--- src/hdl/cache_ctl_config.svh ---
// Cache controller sizing and diagnostic group codes, included by the package and diag mux
`ifndef CACHE_CTL_CONFIG_SVH
`define CACHE_CTL_CONFIG_SVH

// Set-associative geometry
`define CSH_WAYS 4
`define CSH_LRU_W 2

// Diagnostic readback port
`define CSH_DIAG_SEL_W 3
`define CSH_DIAG_W 8

// Group codes on diag_sel
`define CSH_DIAG_CYC 3'd0
`define CSH_DIAG_PHASE 3'd1
`define CSH_DIAG_RESP 3'd2
`define CSH_DIAG_MATCH 3'd3

`endif

--- src/hdl/cache_ctl_pkg.sv ---
// Shared types of the cache controller core, referenced by scoped names from every module
`include "cache_ctl_config.svh"

package cache_ctl_pkg;

  typedef logic [`CSH_WAYS-1:0] way_vec_t;
  typedef logic [`CSH_LRU_W-1:0] lru_sel_t;
  typedef logic [`CSH_DIAG_SEL_W-1:0] diag_sel_t;
  typedef logic [`CSH_DIAG_W-1:0] diag_byte_t;

  // Requests, grants and cycle type share one layout
  typedef struct packed {
    logic mb;
    logic chan;
    logic ebox;
    logic cca;
  } cache_req_t;

  typedef struct packed {
    logic read;
    logic write;
    logic ac_ref;
    logic abort;
  } ebox_ref_t;

  // Directory lookup results, valid in T2
  typedef struct packed {
    way_vec_t valid_match;
    way_vec_t word_valid;
    way_vec_t written;
    lru_sel_t lru_sel;
  } way_info_t;

  typedef struct packed {
    logic any_valid;
    logic rd_found;
    logic lru_written;
    logic any_written;
  } match_sum_t;

  typedef struct packed {
    logic mbox_resp;
    logic retry_req;
    logic page_fail_hold;
    logic core_rd_rq;
    logic cache_wr;
  } ebox_resp_t;

  typedef enum logic [2:0] {
    PH_IDLE,
    PH_T0,
    PH_T1,
    PH_T2,
    PH_T3_WR,
    PH_T4_WR,
    PH_CORE_WAIT
  } ebox_phase_e;

endpackage

--- src/hdl/cache_ctl.sv ---
// Cache controller sequencing core top, connects arbiter, ready tracking, EBOX sequencer, diag
`timescale 1ns/10ps

module cache_ctl (
  input  logic                      clk,
  input  logic                      arst_n,
  input  cache_ctl_pkg::cache_req_t req,
  input  logic                      core_busy,
  input  logic                      cyc_done,
  input  logic                      core_data_valid,
  input  cache_ctl_pkg::ebox_ref_t  ebox_ref,
  input  logic                      page_ok,
  input  cache_ctl_pkg::way_info_t  ways,
  input  logic                      diag_en,
  input  cache_ctl_pkg::diag_sel_t  diag_sel,
  output cache_ctl_pkg::cache_req_t grant,
  output cache_ctl_pkg::cache_req_t cyc,
  output logic                      ready_to_go,
  output cache_ctl_pkg::ebox_resp_t ebox_resp,
  output cache_ctl_pkg::diag_byte_t diag_data
);

  logic                       done_pulse;
  cache_ctl_pkg::match_sum_t  match;
  cache_ctl_pkg::ebox_phase_e phase;

  cache_req_arb u_arb (
    .clk         (clk),
    .arst_n      (arst_n),
    .req         (req),
    .core_busy   (core_busy),
    .ready_to_go (ready_to_go),
    .grant       (grant),
    .cyc         (cyc)
  );

  cache_ready u_ready (
    .clk         (clk),
    .arst_n      (arst_n),
    .cyc         (cyc),
    .grant       (grant),
    .cyc_done    (cyc_done),
    .done_pulse  (done_pulse),
    .ready_to_go (ready_to_go)
  );

  cache_match_eval u_match (
    .ways  (ways),
    .match (match)
  );

  cache_ebox_seq u_ebox (
    .clk             (clk),
    .arst_n          (arst_n),
    .ebox_start      (grant.ebox),
    .ebox_ref        (ebox_ref),
    .page_ok         (page_ok),
    .core_busy       (core_busy),
    .core_data_valid (core_data_valid),
    .match           (match),
    .resp            (ebox_resp),
    .done_pulse      (done_pulse),
    .phase           (phase)
  );

  cache_diag_mux u_diag (
    .diag_en     (diag_en),
    .diag_sel    (diag_sel),
    .cyc         (cyc),
    .ready_to_go (ready_to_go),
    .phase       (phase),
    .resp        (ebox_resp),
    .match       (match),
    .diag_data   (diag_data)
  );

endmodule

--- src/hdl/cache_diag_mux.sv ---
// Diagnostic readback mux, returns one group of controller state per select code
`timescale 1ns/10ps
`include "cache_ctl_config.svh"

module cache_diag_mux (
  input  logic                       diag_en,
  input  cache_ctl_pkg::diag_sel_t   diag_sel,
  input  cache_ctl_pkg::cache_req_t  cyc,
  input  logic                       ready_to_go,
  input  cache_ctl_pkg::ebox_phase_e phase,
  input  cache_ctl_pkg::ebox_resp_t  resp,
  input  cache_ctl_pkg::match_sum_t  match,
  output cache_ctl_pkg::diag_byte_t  diag_data
);

  // Groups pack from bit 0 upward, unused bits read zero
  always_comb begin
    diag_data = '0;
    if (diag_en) begin
      case (diag_sel)
        `CSH_DIAG_CYC: begin
          diag_data[4:0] = {ready_to_go, cyc.cca, cyc.ebox, cyc.chan, cyc.mb};
        end
        `CSH_DIAG_PHASE: begin
          diag_data[2:0] = phase;
        end
        `CSH_DIAG_RESP: begin
          diag_data[4:0] = {resp.cache_wr, resp.core_rd_rq, resp.page_fail_hold,
                            resp.retry_req, resp.mbox_resp};
        end
        `CSH_DIAG_MATCH: begin
          diag_data[3:0] = {match.any_written, match.lru_written,
                            match.rd_found, match.any_valid};
        end
        default: diag_data = '0;
      endcase
    end
  end

endmodule

--- src/hdl/cache_ebox_seq.sv ---
// EBOX reference sequencer, steps T0 to T2, picks the outcome and drives the response strobes
`timescale 1ns/10ps

module cache_ebox_seq (
  input  logic                        clk,
  input  logic                        arst_n,
  input  logic                        ebox_start,
  input  cache_ctl_pkg::ebox_ref_t    ebox_ref,
  input  logic                        page_ok,
  input  logic                        core_busy,
  input  logic                        core_data_valid,
  input  cache_ctl_pkg::match_sum_t   match,
  output cache_ctl_pkg::ebox_resp_t   resp,
  output logic                        done_pulse,
  output cache_ctl_pkg::ebox_phase_e  phase
);

  cache_ctl_pkg::ebox_phase_e phase_q;
  cache_ctl_pkg::ebox_phase_e phase_d;

  logic in_t2;
  logic t2_fail;
  logic t2_rd;
  logic t2_hit;
  logic t2_core;
  logic t2_rd_retry;
  logic t2_wr;
  logic t2_wb;
  logic t2_store;
  logic core_done;

  // T2 outcome, in priority order
  assign in_t2       = (phase_q == cache_ctl_pkg::PH_T2);
  assign t2_fail     = in_t2 & ~page_ok;
  assign t2_rd       = in_t2 & page_ok & ebox_ref.read;
  assign t2_hit      = t2_rd & match.rd_found;
  assign t2_core     = t2_rd & ~match.rd_found & ~core_busy;
  assign t2_rd_retry = t2_rd & ~match.rd_found & core_busy;
  assign t2_wr       = in_t2 & page_ok & ~ebox_ref.read & ebox_ref.write;
  assign t2_wb       = t2_wr & ~match.any_valid & match.lru_written;
  assign t2_store    = t2_wr & ~t2_wb;

  assign core_done = (phase_q == cache_ctl_pkg::PH_CORE_WAIT) & core_data_valid;

  always_comb begin
    phase_d = phase_q;
    case (phase_q)
      cache_ctl_pkg::PH_IDLE: begin
        if (ebox_start) begin
          phase_d = cache_ctl_pkg::PH_T0;
        end
      end
      cache_ctl_pkg::PH_T0: begin
        phase_d = ebox_ref.ac_ref ? cache_ctl_pkg::PH_IDLE : cache_ctl_pkg::PH_T1;
      end
      cache_ctl_pkg::PH_T1: begin
        phase_d = ebox_ref.abort ? cache_ctl_pkg::PH_IDLE : cache_ctl_pkg::PH_T2;
      end
      cache_ctl_pkg::PH_T2: begin
        if (t2_core) begin
          phase_d = cache_ctl_pkg::PH_CORE_WAIT;
        end else if (t2_store) begin
          phase_d = cache_ctl_pkg::PH_T3_WR;
        end else begin
          phase_d = cache_ctl_pkg::PH_IDLE;
        end
      end
      cache_ctl_pkg::PH_T3_WR:     phase_d = cache_ctl_pkg::PH_T4_WR;
      cache_ctl_pkg::PH_T4_WR:     phase_d = cache_ctl_pkg::PH_IDLE;
      cache_ctl_pkg::PH_CORE_WAIT: begin
        if (core_data_valid) begin
          phase_d = cache_ctl_pkg::PH_IDLE;
        end
      end
      default:                     phase_d = cache_ctl_pkg::PH_IDLE;
    endcase
  end

  // Finish terminates the reference, ready follows a clock later
  assign done_pulse = ((phase_q == cache_ctl_pkg::PH_T0) & ebox_ref.ac_ref) |
                      ((phase_q == cache_ctl_pkg::PH_T1) & ebox_ref.abort) |
                      (in_t2 & ~t2_core & ~t2_store) |
                      (phase_q == cache_ctl_pkg::PH_T4_WR) |
                      core_done;

  always_ff @(posedge clk or negedge arst_n) begin
    if (!arst_n) begin
      phase_q <= cache_ctl_pkg::PH_IDLE;
      resp    <= '0;
    end else begin
      phase_q             <= phase_d;
      resp.mbox_resp      <= t2_hit | core_done;
      resp.retry_req      <= t2_rd_retry | t2_wb;
      resp.cache_wr       <= t2_store;
      // Held until core data arrives
      resp.core_rd_rq     <= t2_core |
                             ((phase_q == cache_ctl_pkg::PH_CORE_WAIT) & ~core_data_valid);
      // Sticky until the EBOX is granted again
      resp.page_fail_hold <= t2_fail | (resp.page_fail_hold & ~ebox_start);
    end
  end

  assign phase = phase_q;

endmodule

--- src/hdl/cache_match_eval.sv ---
// Reduces the per-way directory status to the summary bits used by the EBOX sequencer
`timescale 1ns/10ps

module cache_match_eval (
  input  cache_ctl_pkg::way_info_t  ways,
  output cache_ctl_pkg::match_sum_t match
);

  cache_ctl_pkg::way_vec_t hit_words;
  cache_ctl_pkg::way_vec_t dirty_hits;

  assign hit_words  = ways.valid_match & ways.word_valid;
  assign dirty_hits = ways.valid_match & ways.written;

  assign match.any_valid   = |ways.valid_match;
  assign match.rd_found    = |hit_words;
  assign match.any_written = |dirty_hits;

  // Victim way is dirty, so a miss must write it back first
  assign match.lru_written = ways.written[ways.lru_sel];

endmodule

--- src/hdl/cache_ready.sv ---
// Idle tracking of the cache, drives the single ready_to_go level used by the arbiter
`timescale 1ns/10ps

module cache_ready (
  input  logic                      clk,
  input  logic                      arst_n,
  input  cache_ctl_pkg::cache_req_t cyc,
  input  cache_ctl_pkg::cache_req_t grant,
  input  logic                      cyc_done,
  input  logic                      done_pulse,
  output logic                      ready_to_go
);

  logic cache_idle;
  logic any_grant;
  logic non_ebox_done;
  logic complete;

  assign any_grant = |grant;

  // MB, channel and CCA cycles all end on the external done pulse
  assign non_ebox_done = cyc_done & (cyc.mb | cyc.chan | cyc.cca);

  assign complete = non_ebox_done | done_pulse | (ready_to_go & ~any_grant);

  always_ff @(posedge clk or negedge arst_n) begin
    if (!arst_n) begin
      cache_idle <= 1'b1;
    end else if (any_grant) begin
      cache_idle <= 1'b0;
    end else if (complete) begin
      cache_idle <= 1'b1;
    end
  end

  assign ready_to_go = cache_idle;

endmodule

--- src/hdl/cache_req_arb.sv ---
// Fixed-priority request arbiter and cycle-type register, one instance in the controller top
`timescale 1ns/10ps

module cache_req_arb (
  input  logic                      clk,
  input  logic                      arst_n,
  input  cache_ctl_pkg::cache_req_t req,
  input  logic                      core_busy,
  input  logic                      ready_to_go,
  output cache_ctl_pkg::cache_req_t grant,
  output cache_ctl_pkg::cache_req_t cyc
);

  // Channel, EBOX and CCA may only start when core was free last clock
  logic req_en;

  always_ff @(posedge clk or negedge arst_n) begin
    if (!arst_n) begin
      req_en <= 1'b0;
    end else begin
      req_en <= ~core_busy;
    end
  end

  // MB > channel > EBOX > CCA
  // A raw request blocks every lower requester even when not enabled
  always_comb begin
    grant = '0;
    if (ready_to_go) begin
      if (req.mb) begin
        grant.mb = 1'b1;
      end else if (req.chan) begin
        grant.chan = req_en;
      end else if (req.ebox) begin
        grant.ebox = req_en;
      end else if (req.cca) begin
        grant.cca = req_en;
      end
    end
  end

  // Cycle type loads on every ready clock, all zero when nothing won
  always_ff @(posedge clk or negedge arst_n) begin
    if (!arst_n) begin
      cyc <= '0;
    end else if (ready_to_go) begin
      cyc <= grant;
    end
  end

endmodule

--- config.mk ---
export PLATFORM = sky130hd
export DESIGN_NAME = cache_ctl
export DESIGN_NICKNAME = d
export VERILOG_FILES = /design/src/hdl/cache_ctl_pkg.sv /design/src/hdl/cache_ctl.sv /design/src/hdl/cache_diag_mux.sv /design/src/hdl/cache_ebox_seq.sv /design/src/hdl/cache_match_eval.sv /design/src/hdl/cache_ready.sv /design/src/hdl/cache_req_arb.sv
export VERILOG_INCLUDE_DIRS = /design/src /design/src/hdl
export SDC_FILE = /design/constraint.sdc
export NUM_CORES = 1
export LEC_CHECK = 0
export BUFFER_PORTS_ARGS = -buffer_cell sky130_fd_sc_hd__buf_2
export CAP_MARGIN = 5
export CORE_AREA = 2 2 50 52
export CTS_CLUSTER_SIZE = 25
export DETAILED_ROUTE_END_ITERATION = 12
export DIE_AREA = 0 0 52 54
export GPL_ROUTABILITY_DRIVEN = 0
export PLACE_DENSITY = 0.79
export SYNTH_ARGS = -nofsm -noshare
export SYNTH_HDL_FRONTEND = slang
export SYNTH_SLANG_ARGS = --single-unit
--- constraint.sdc ---
create_clock -name clk -period 4.9 [get_ports clk]
set_clock_uncertainty 0.2 [all_clocks]
set_input_delay 0.98 -clock clk [delete_from_list [all_inputs] [get_ports clk]]
set_output_delay 0.98 -clock clk [all_outputs]
set_load 0.005 [all_outputs]
======== Yosys cells after proc, flatten, opt, wreduce, memory -nomap -nowiden ========
Cells that the tools add are included.
word-level totals
  register bits ........................... 14
operators by class
  $lt $le $gt $ge ......................... 1
  equal/unequal tests ..................... 11
  multiplexer cells ....................... 23
  bitwise gates (word level) .............. 46
  reduce and logical (&&, ||, !) cells .... 8
operators by type and width
  cell                                                                           count
  1-bit AND                                                                      21
  3-bit case mux with 6 select lines                                             1
  4-bit OR reduction                                                             4
  3-bit 2-to-1 mux                                                               5
  3-bit by 2-bit == test with 1-bit output (second input constant)               4
  1-bit bitwise OR                                                               12
  3-bit case mux with 4 select lines                                             1
  1-bit NOT                                                                      11
  3-bit == test (second input constant)                                          3
  4-bit AND                                                                      2
  1-bit 2-to-1 mux                                                               8
  3-bit by 1-bit == test with 1-bit output (second input constant)               2
  3-bit zero test                                                                2
  2-bit 2-to-1 mux                                                               3
  5-bit 2-to-1 mux                                                               1
  4-bit 2-to-1 mux                                                               1
  2-bit != test (second input constant)                                          2
  2-bit by 3-bit less-than comparator with 1-bit output (second input constant)  1
  1-bit case mux with 3 select lines                                             1
  1-bit binary-select mux with 2-bit select                                      1
  1-bit case mux with 2 select lines                                             1
  2-bit AND reduction                                                            1
  2-bit nonzero test                                                             1

======== Logic depth before layout (Yosys ltp) ========
  word-level depth ........................ 17
  depth in mapped cells ................... 5

======== Modules after synthesis ========
Synthesis repeated with hierarchy kept, for this count alone.
second synthesis, totals
  cells, all modules ...................... 96
  area, all modules ....................... 942.2 um^2
modules (own cells, without submodules)
  module            instances  cells each  area each (um^2)  sequential area each (um^2)
  cache_ebox_seq    1          42          430.4             200.2
  cache_req_arb     1          18          215.2             125.1
  cache_diag_mux    1          23          178.9             0.0
  cache_match_eval  1          8           67.6              0.0
  cache_ready       1          5           50.0              26.3

======== Worst setup path after synthesis ========
No wires, ideal clock.
  path type ............................... input-to-output
  from .................................... input ways[12] in the netlist's numbering
  to ...................................... output diag_data[1]
  data arrival time ....................... 1.829 ns
  data required time ...................... 3.720 ns
  slack ................................... 1.891 ns
  stages on the path ...................... 4
  buffers on the path ..................... 0
  cell sequence ........................... a22oi_2 nand2_2 mux4_2 nor2b_4
on the way
  cells in the longest elaborated chain, start to end .. 4
ends and longest elaborated chain
  what                                RTL line                RTL
  start: declaration                  cache_ctl.sv:13         input cache_ctl_pkg::way_info_t ways,
  4-bit AND                           cache_match_eval.sv:12  assign hit_words = ways.valid_match & ways.word_valid;
  4-bit OR reduction                  cache_match_eval.sv:16  assign match.rd_found = |hit_words;
  3-bit case mux with 4 select lines  cache_diag_mux.sv:20    case (diag_sel)
  5-bit 2-to-1 mux                    cache_diag_mux.sv:19    if (diag_en) begin
  end: declaration                    cache_ctl.sv:20         output cache_ctl_pkg::diag_byte_t diag_data
No other way between the ends.

======== Final worst setup path ========
Ends and elaborated chain as after synthesis.

==> results.txt <==
Crit path cell chain = buf_2, a22oi_2, nand2_2, mux4_2, nor2b_4, buf_2
Number of synthesized flops with an enable pin = 0
Vias in the first global route = 824
Met3 Use GR = 0.0361
Synth Register Bits = 14
Post-synth ARST share = 1.00
Fill count = 210
Die area = 0.00281 sq mm
CTS Buffer Depth = 2
P per Cell Area = 303 mW/mm^2
GR met1 Demand/Resource = 0.199
Syn avg cell area = 9.85 sq um
TritonCTS sink count = 14
Most used cell, CP = buf_2
Core area = 0.00232 sq mm
Max VDD drop = 181 uV
Slowest-stage cell, CP = mux4_2
Sequential area share after synthesis = 0.353
Final ANT Viol Nets = 0
CP bufs+invs = 2
Kind of cell adding the most delay to the critical path = multiplexers
PortBufs = 50
Hold buffer count at CTS = 0
Global-route wire length before repair = 3.62 mm
Crit. End Element = output port
Via count = 958
Clock root buffer = clkbuf_4
Largest net degree at the start of global routing = 15
Final Hold Viols = 0
Vert. Die Dim = 54 um
DRT Pass-1 Iters = 4
Post-CTS Setup Bufs = 0
CP Data Required Time = 3.72 ns
Share of layout cells above drive strength 1 = 0.467
Max Slew Vio Count = 0
Initial DRC count = 6
RSZ-0062 raised after global routing = false
Worst-Skew Late Latency = 0.28 ns
Crit share post-route = 0.677
Initial antenna violation count = 0
Initial Util = 0.429
Minimum clock period = 3.32 ns
Drt total wl = 2.38 mm
Most used DFF post-synth = dfrtp_1
Worst hold slack = 0.309 ns
Busiest layer in global routing = met2
Ant. Diodes = 0
Maximum clock rate = 0.301 GHz
Crit Path Max Fanout = 5
Total gr overflow = 0
Die W = 52 um
H-tree levels = 1
Distinct cells, synth = 46
Row Count = 18
Gr usage total = 0.182
Outcome = finished, final reports clean
FF-to-FF setup slack = 3.27 ns
Max-cap violations = 0
Syn Std Cell Area = 995 sq um
M2 GR Usage = 0.340
DRC viols = 0
WL/cell = 13.2 um
TritonCTS clock tree = yes
I/O Pins = 54
Setup violators final = 0
Synth-to-layout area growth = 27.3%
Setup TNS Final = 0 ns
Largest stage delay, worst path = 0.48 ns
Crit start category = input port
Warnings, synthesis = 0
# nets final = 183
DR vias/cell = 5.32
Crit path kind = in -> out
CTS-repair resized insts = 0
Crit path DAT = 2.14 ns
Post-Synthesis Cells = 101
Hpwl dp = 1.95 mm
CTS Buf Count = 3
Hold Crit Class = reg -> reg
LEAKAGE = 0.678 nW
Clock transition at the registers of the reported paths = 0.07 ns
[routing by layer]
layer | vias up | wire length (um)
met2 | 39 | 1210
met5 | - | 0
met1 | 450 | 929
met4 | 0 | 32
li1 | 464 | -
met3 | 5 | 207
[where the power goes]
| part | total, W | switching (W) | internal, W |
|---|---|---|---|
| clock network | 0.0000670 | 0.0000355 | 0.0000315 |
| logic | 0.000143 | 0.0000654 | 0.0000774 |
| registers | 0.000174 | 0.0000328 | 0.000141 |
[cell type report]
| type | count | area [sq um] | share of cell area |
|---|---|---|---|
| multi-input combinational | 75 | 574 | 0.454 |
| clock buffer | 4 | 26.3 | 0.0208 |
| tap | 30 | 37.5 | 0.0296 |
| inverter | 7 | 26.3 | 0.0208 |
| sequential | 14 | 352 | 0.278 |
| timing repair buffer | 50 | 250 | 0.198 |
[worst register-to-register path, cell delays in order (launching register included)]
cell	delay [ns]
dfrtp_1	0.51
and3b_1	0.31
nand3_2	0.12
or3_4	0.36
o221ai_2	0.07
[cells by family (layout without fill, tap and decap cells)]
logic type,count (synthesis),after routing,share of synthesized area
mux,3,3,0.0553
other cells,1,3,0.00377
compound gates,32,32,0.274
flops,14,14,0.353
simple gates,37,37,0.237
buf+inv,14,61,0.0767
[flip-flops by register name, summed over array words and instances, names as in the netlist]
register / cells
u_ebox.resp: 5
u_arb.cyc: 4
u_ebox.phase: 3
u_arb.req_en: 1
u_ready.ready_to_go: 1
[stage by stage]
step	worst slack [ns]	area [sq um]	total power, W	instances	utilization
3_3_place_gp	1.60	1240	0.000315	176	0.535
3_5_place_dp	1.57	1240	0.000321	176	0.535
5_1_grt	1.51	1270	0.000412	180	0.546
2_1_floorplan	1.89	1000	0.000263	103	-
6_report	1.58	1270	0.000384	180	0.546
4_1_cts	1.57	1270	0.000387	180	0.546
[cell usage after synthesis, types with 2 or more instances]
cell	n	area share
and2_1	2	0.013
a21oi_1	3	0.015
o22ai_1	2	0.013
and3b_1	3	0.026
nand2b_1	2	0.013
mux4_2	2	0.045
dfrtp_1	13	0.33
nor3_1	4	0.020
nor2b_1	3	0.019
nor2b_4	2	0.028
a21o_1	4	0.030
nor2_1	6	0.023
o21ai_0	3	0.015
inv_1	7	0.026
a22oi_2	2	0.025
nand2_1	6	0.023
buf_4	4	0.030
a211oi_1	3	0.023
a22oi_1	3	0.023
[final timing paths]
| path | depth (start not counted) | end | startpoint |
|---|---|---|---|
| worst min register to register | 1 | u_arb.cyc[1]$_DFFE_PN0P_ | u_arb.cyc[1]$_DFFE_PN0P_ |
| max in group asynchronous | 1 | u_ready.ready_to_go$_DFFE_PN1P_ | arst_n |
| worst min-delay path | 1 | u_arb.cyc[1]$_DFFE_PN0P_ | u_arb.cyc[1]$_DFFE_PN0P_ |
| worst max-delay path | 6 | diag_data[1] | ways[12] |
| min in group asynchronous | 1 | u_ebox.resp[3]$_DFF_PN0_ | arst_n |
| worst max register to register | 4 | u_ebox.phase[1]$_DFFE_PN0P_ | u_ebox.phase[2]$_DFFE_PN0P_ |
[cells in the final DEF (no fill, tap or decap), types with 2 or more instances in the layout]
| cell | Yosys | layout |
|---|---|---|
| a211oi_1 | 3 | 3 |
| a21o_1 | 4 | 4 |
| a21oi_1 | 3 | 3 |
| a22oi_1 | 3 | 3 |
| a22oi_2 | 2 | 2 |
| and2_1 | 2 | 2 |
| and3b_1 | 3 | 3 |
| buf_2 | 1 | 50 |
| clkbuf_4 | 0 | 3 |
| conb_1 | 1 | 3 |
| dfrtp_1 | 13 | 13 |
| inv_1 | 7 | 7 |
| mux4_2 | 2 | 2 |
| nand2_1 | 6 | 6 |
| nand2b_1 | 2 | 2 |
| nor2_1 | 6 | 6 |
| nor2b_1 | 3 | 3 |
| nor2b_4 | 2 | 2 |
| nor3_1 | 4 | 4 |
| o21ai_0 | 3 | 3 |
| o22ai_1 | 2 | 2 |
(Power assumes the default switching activity.)
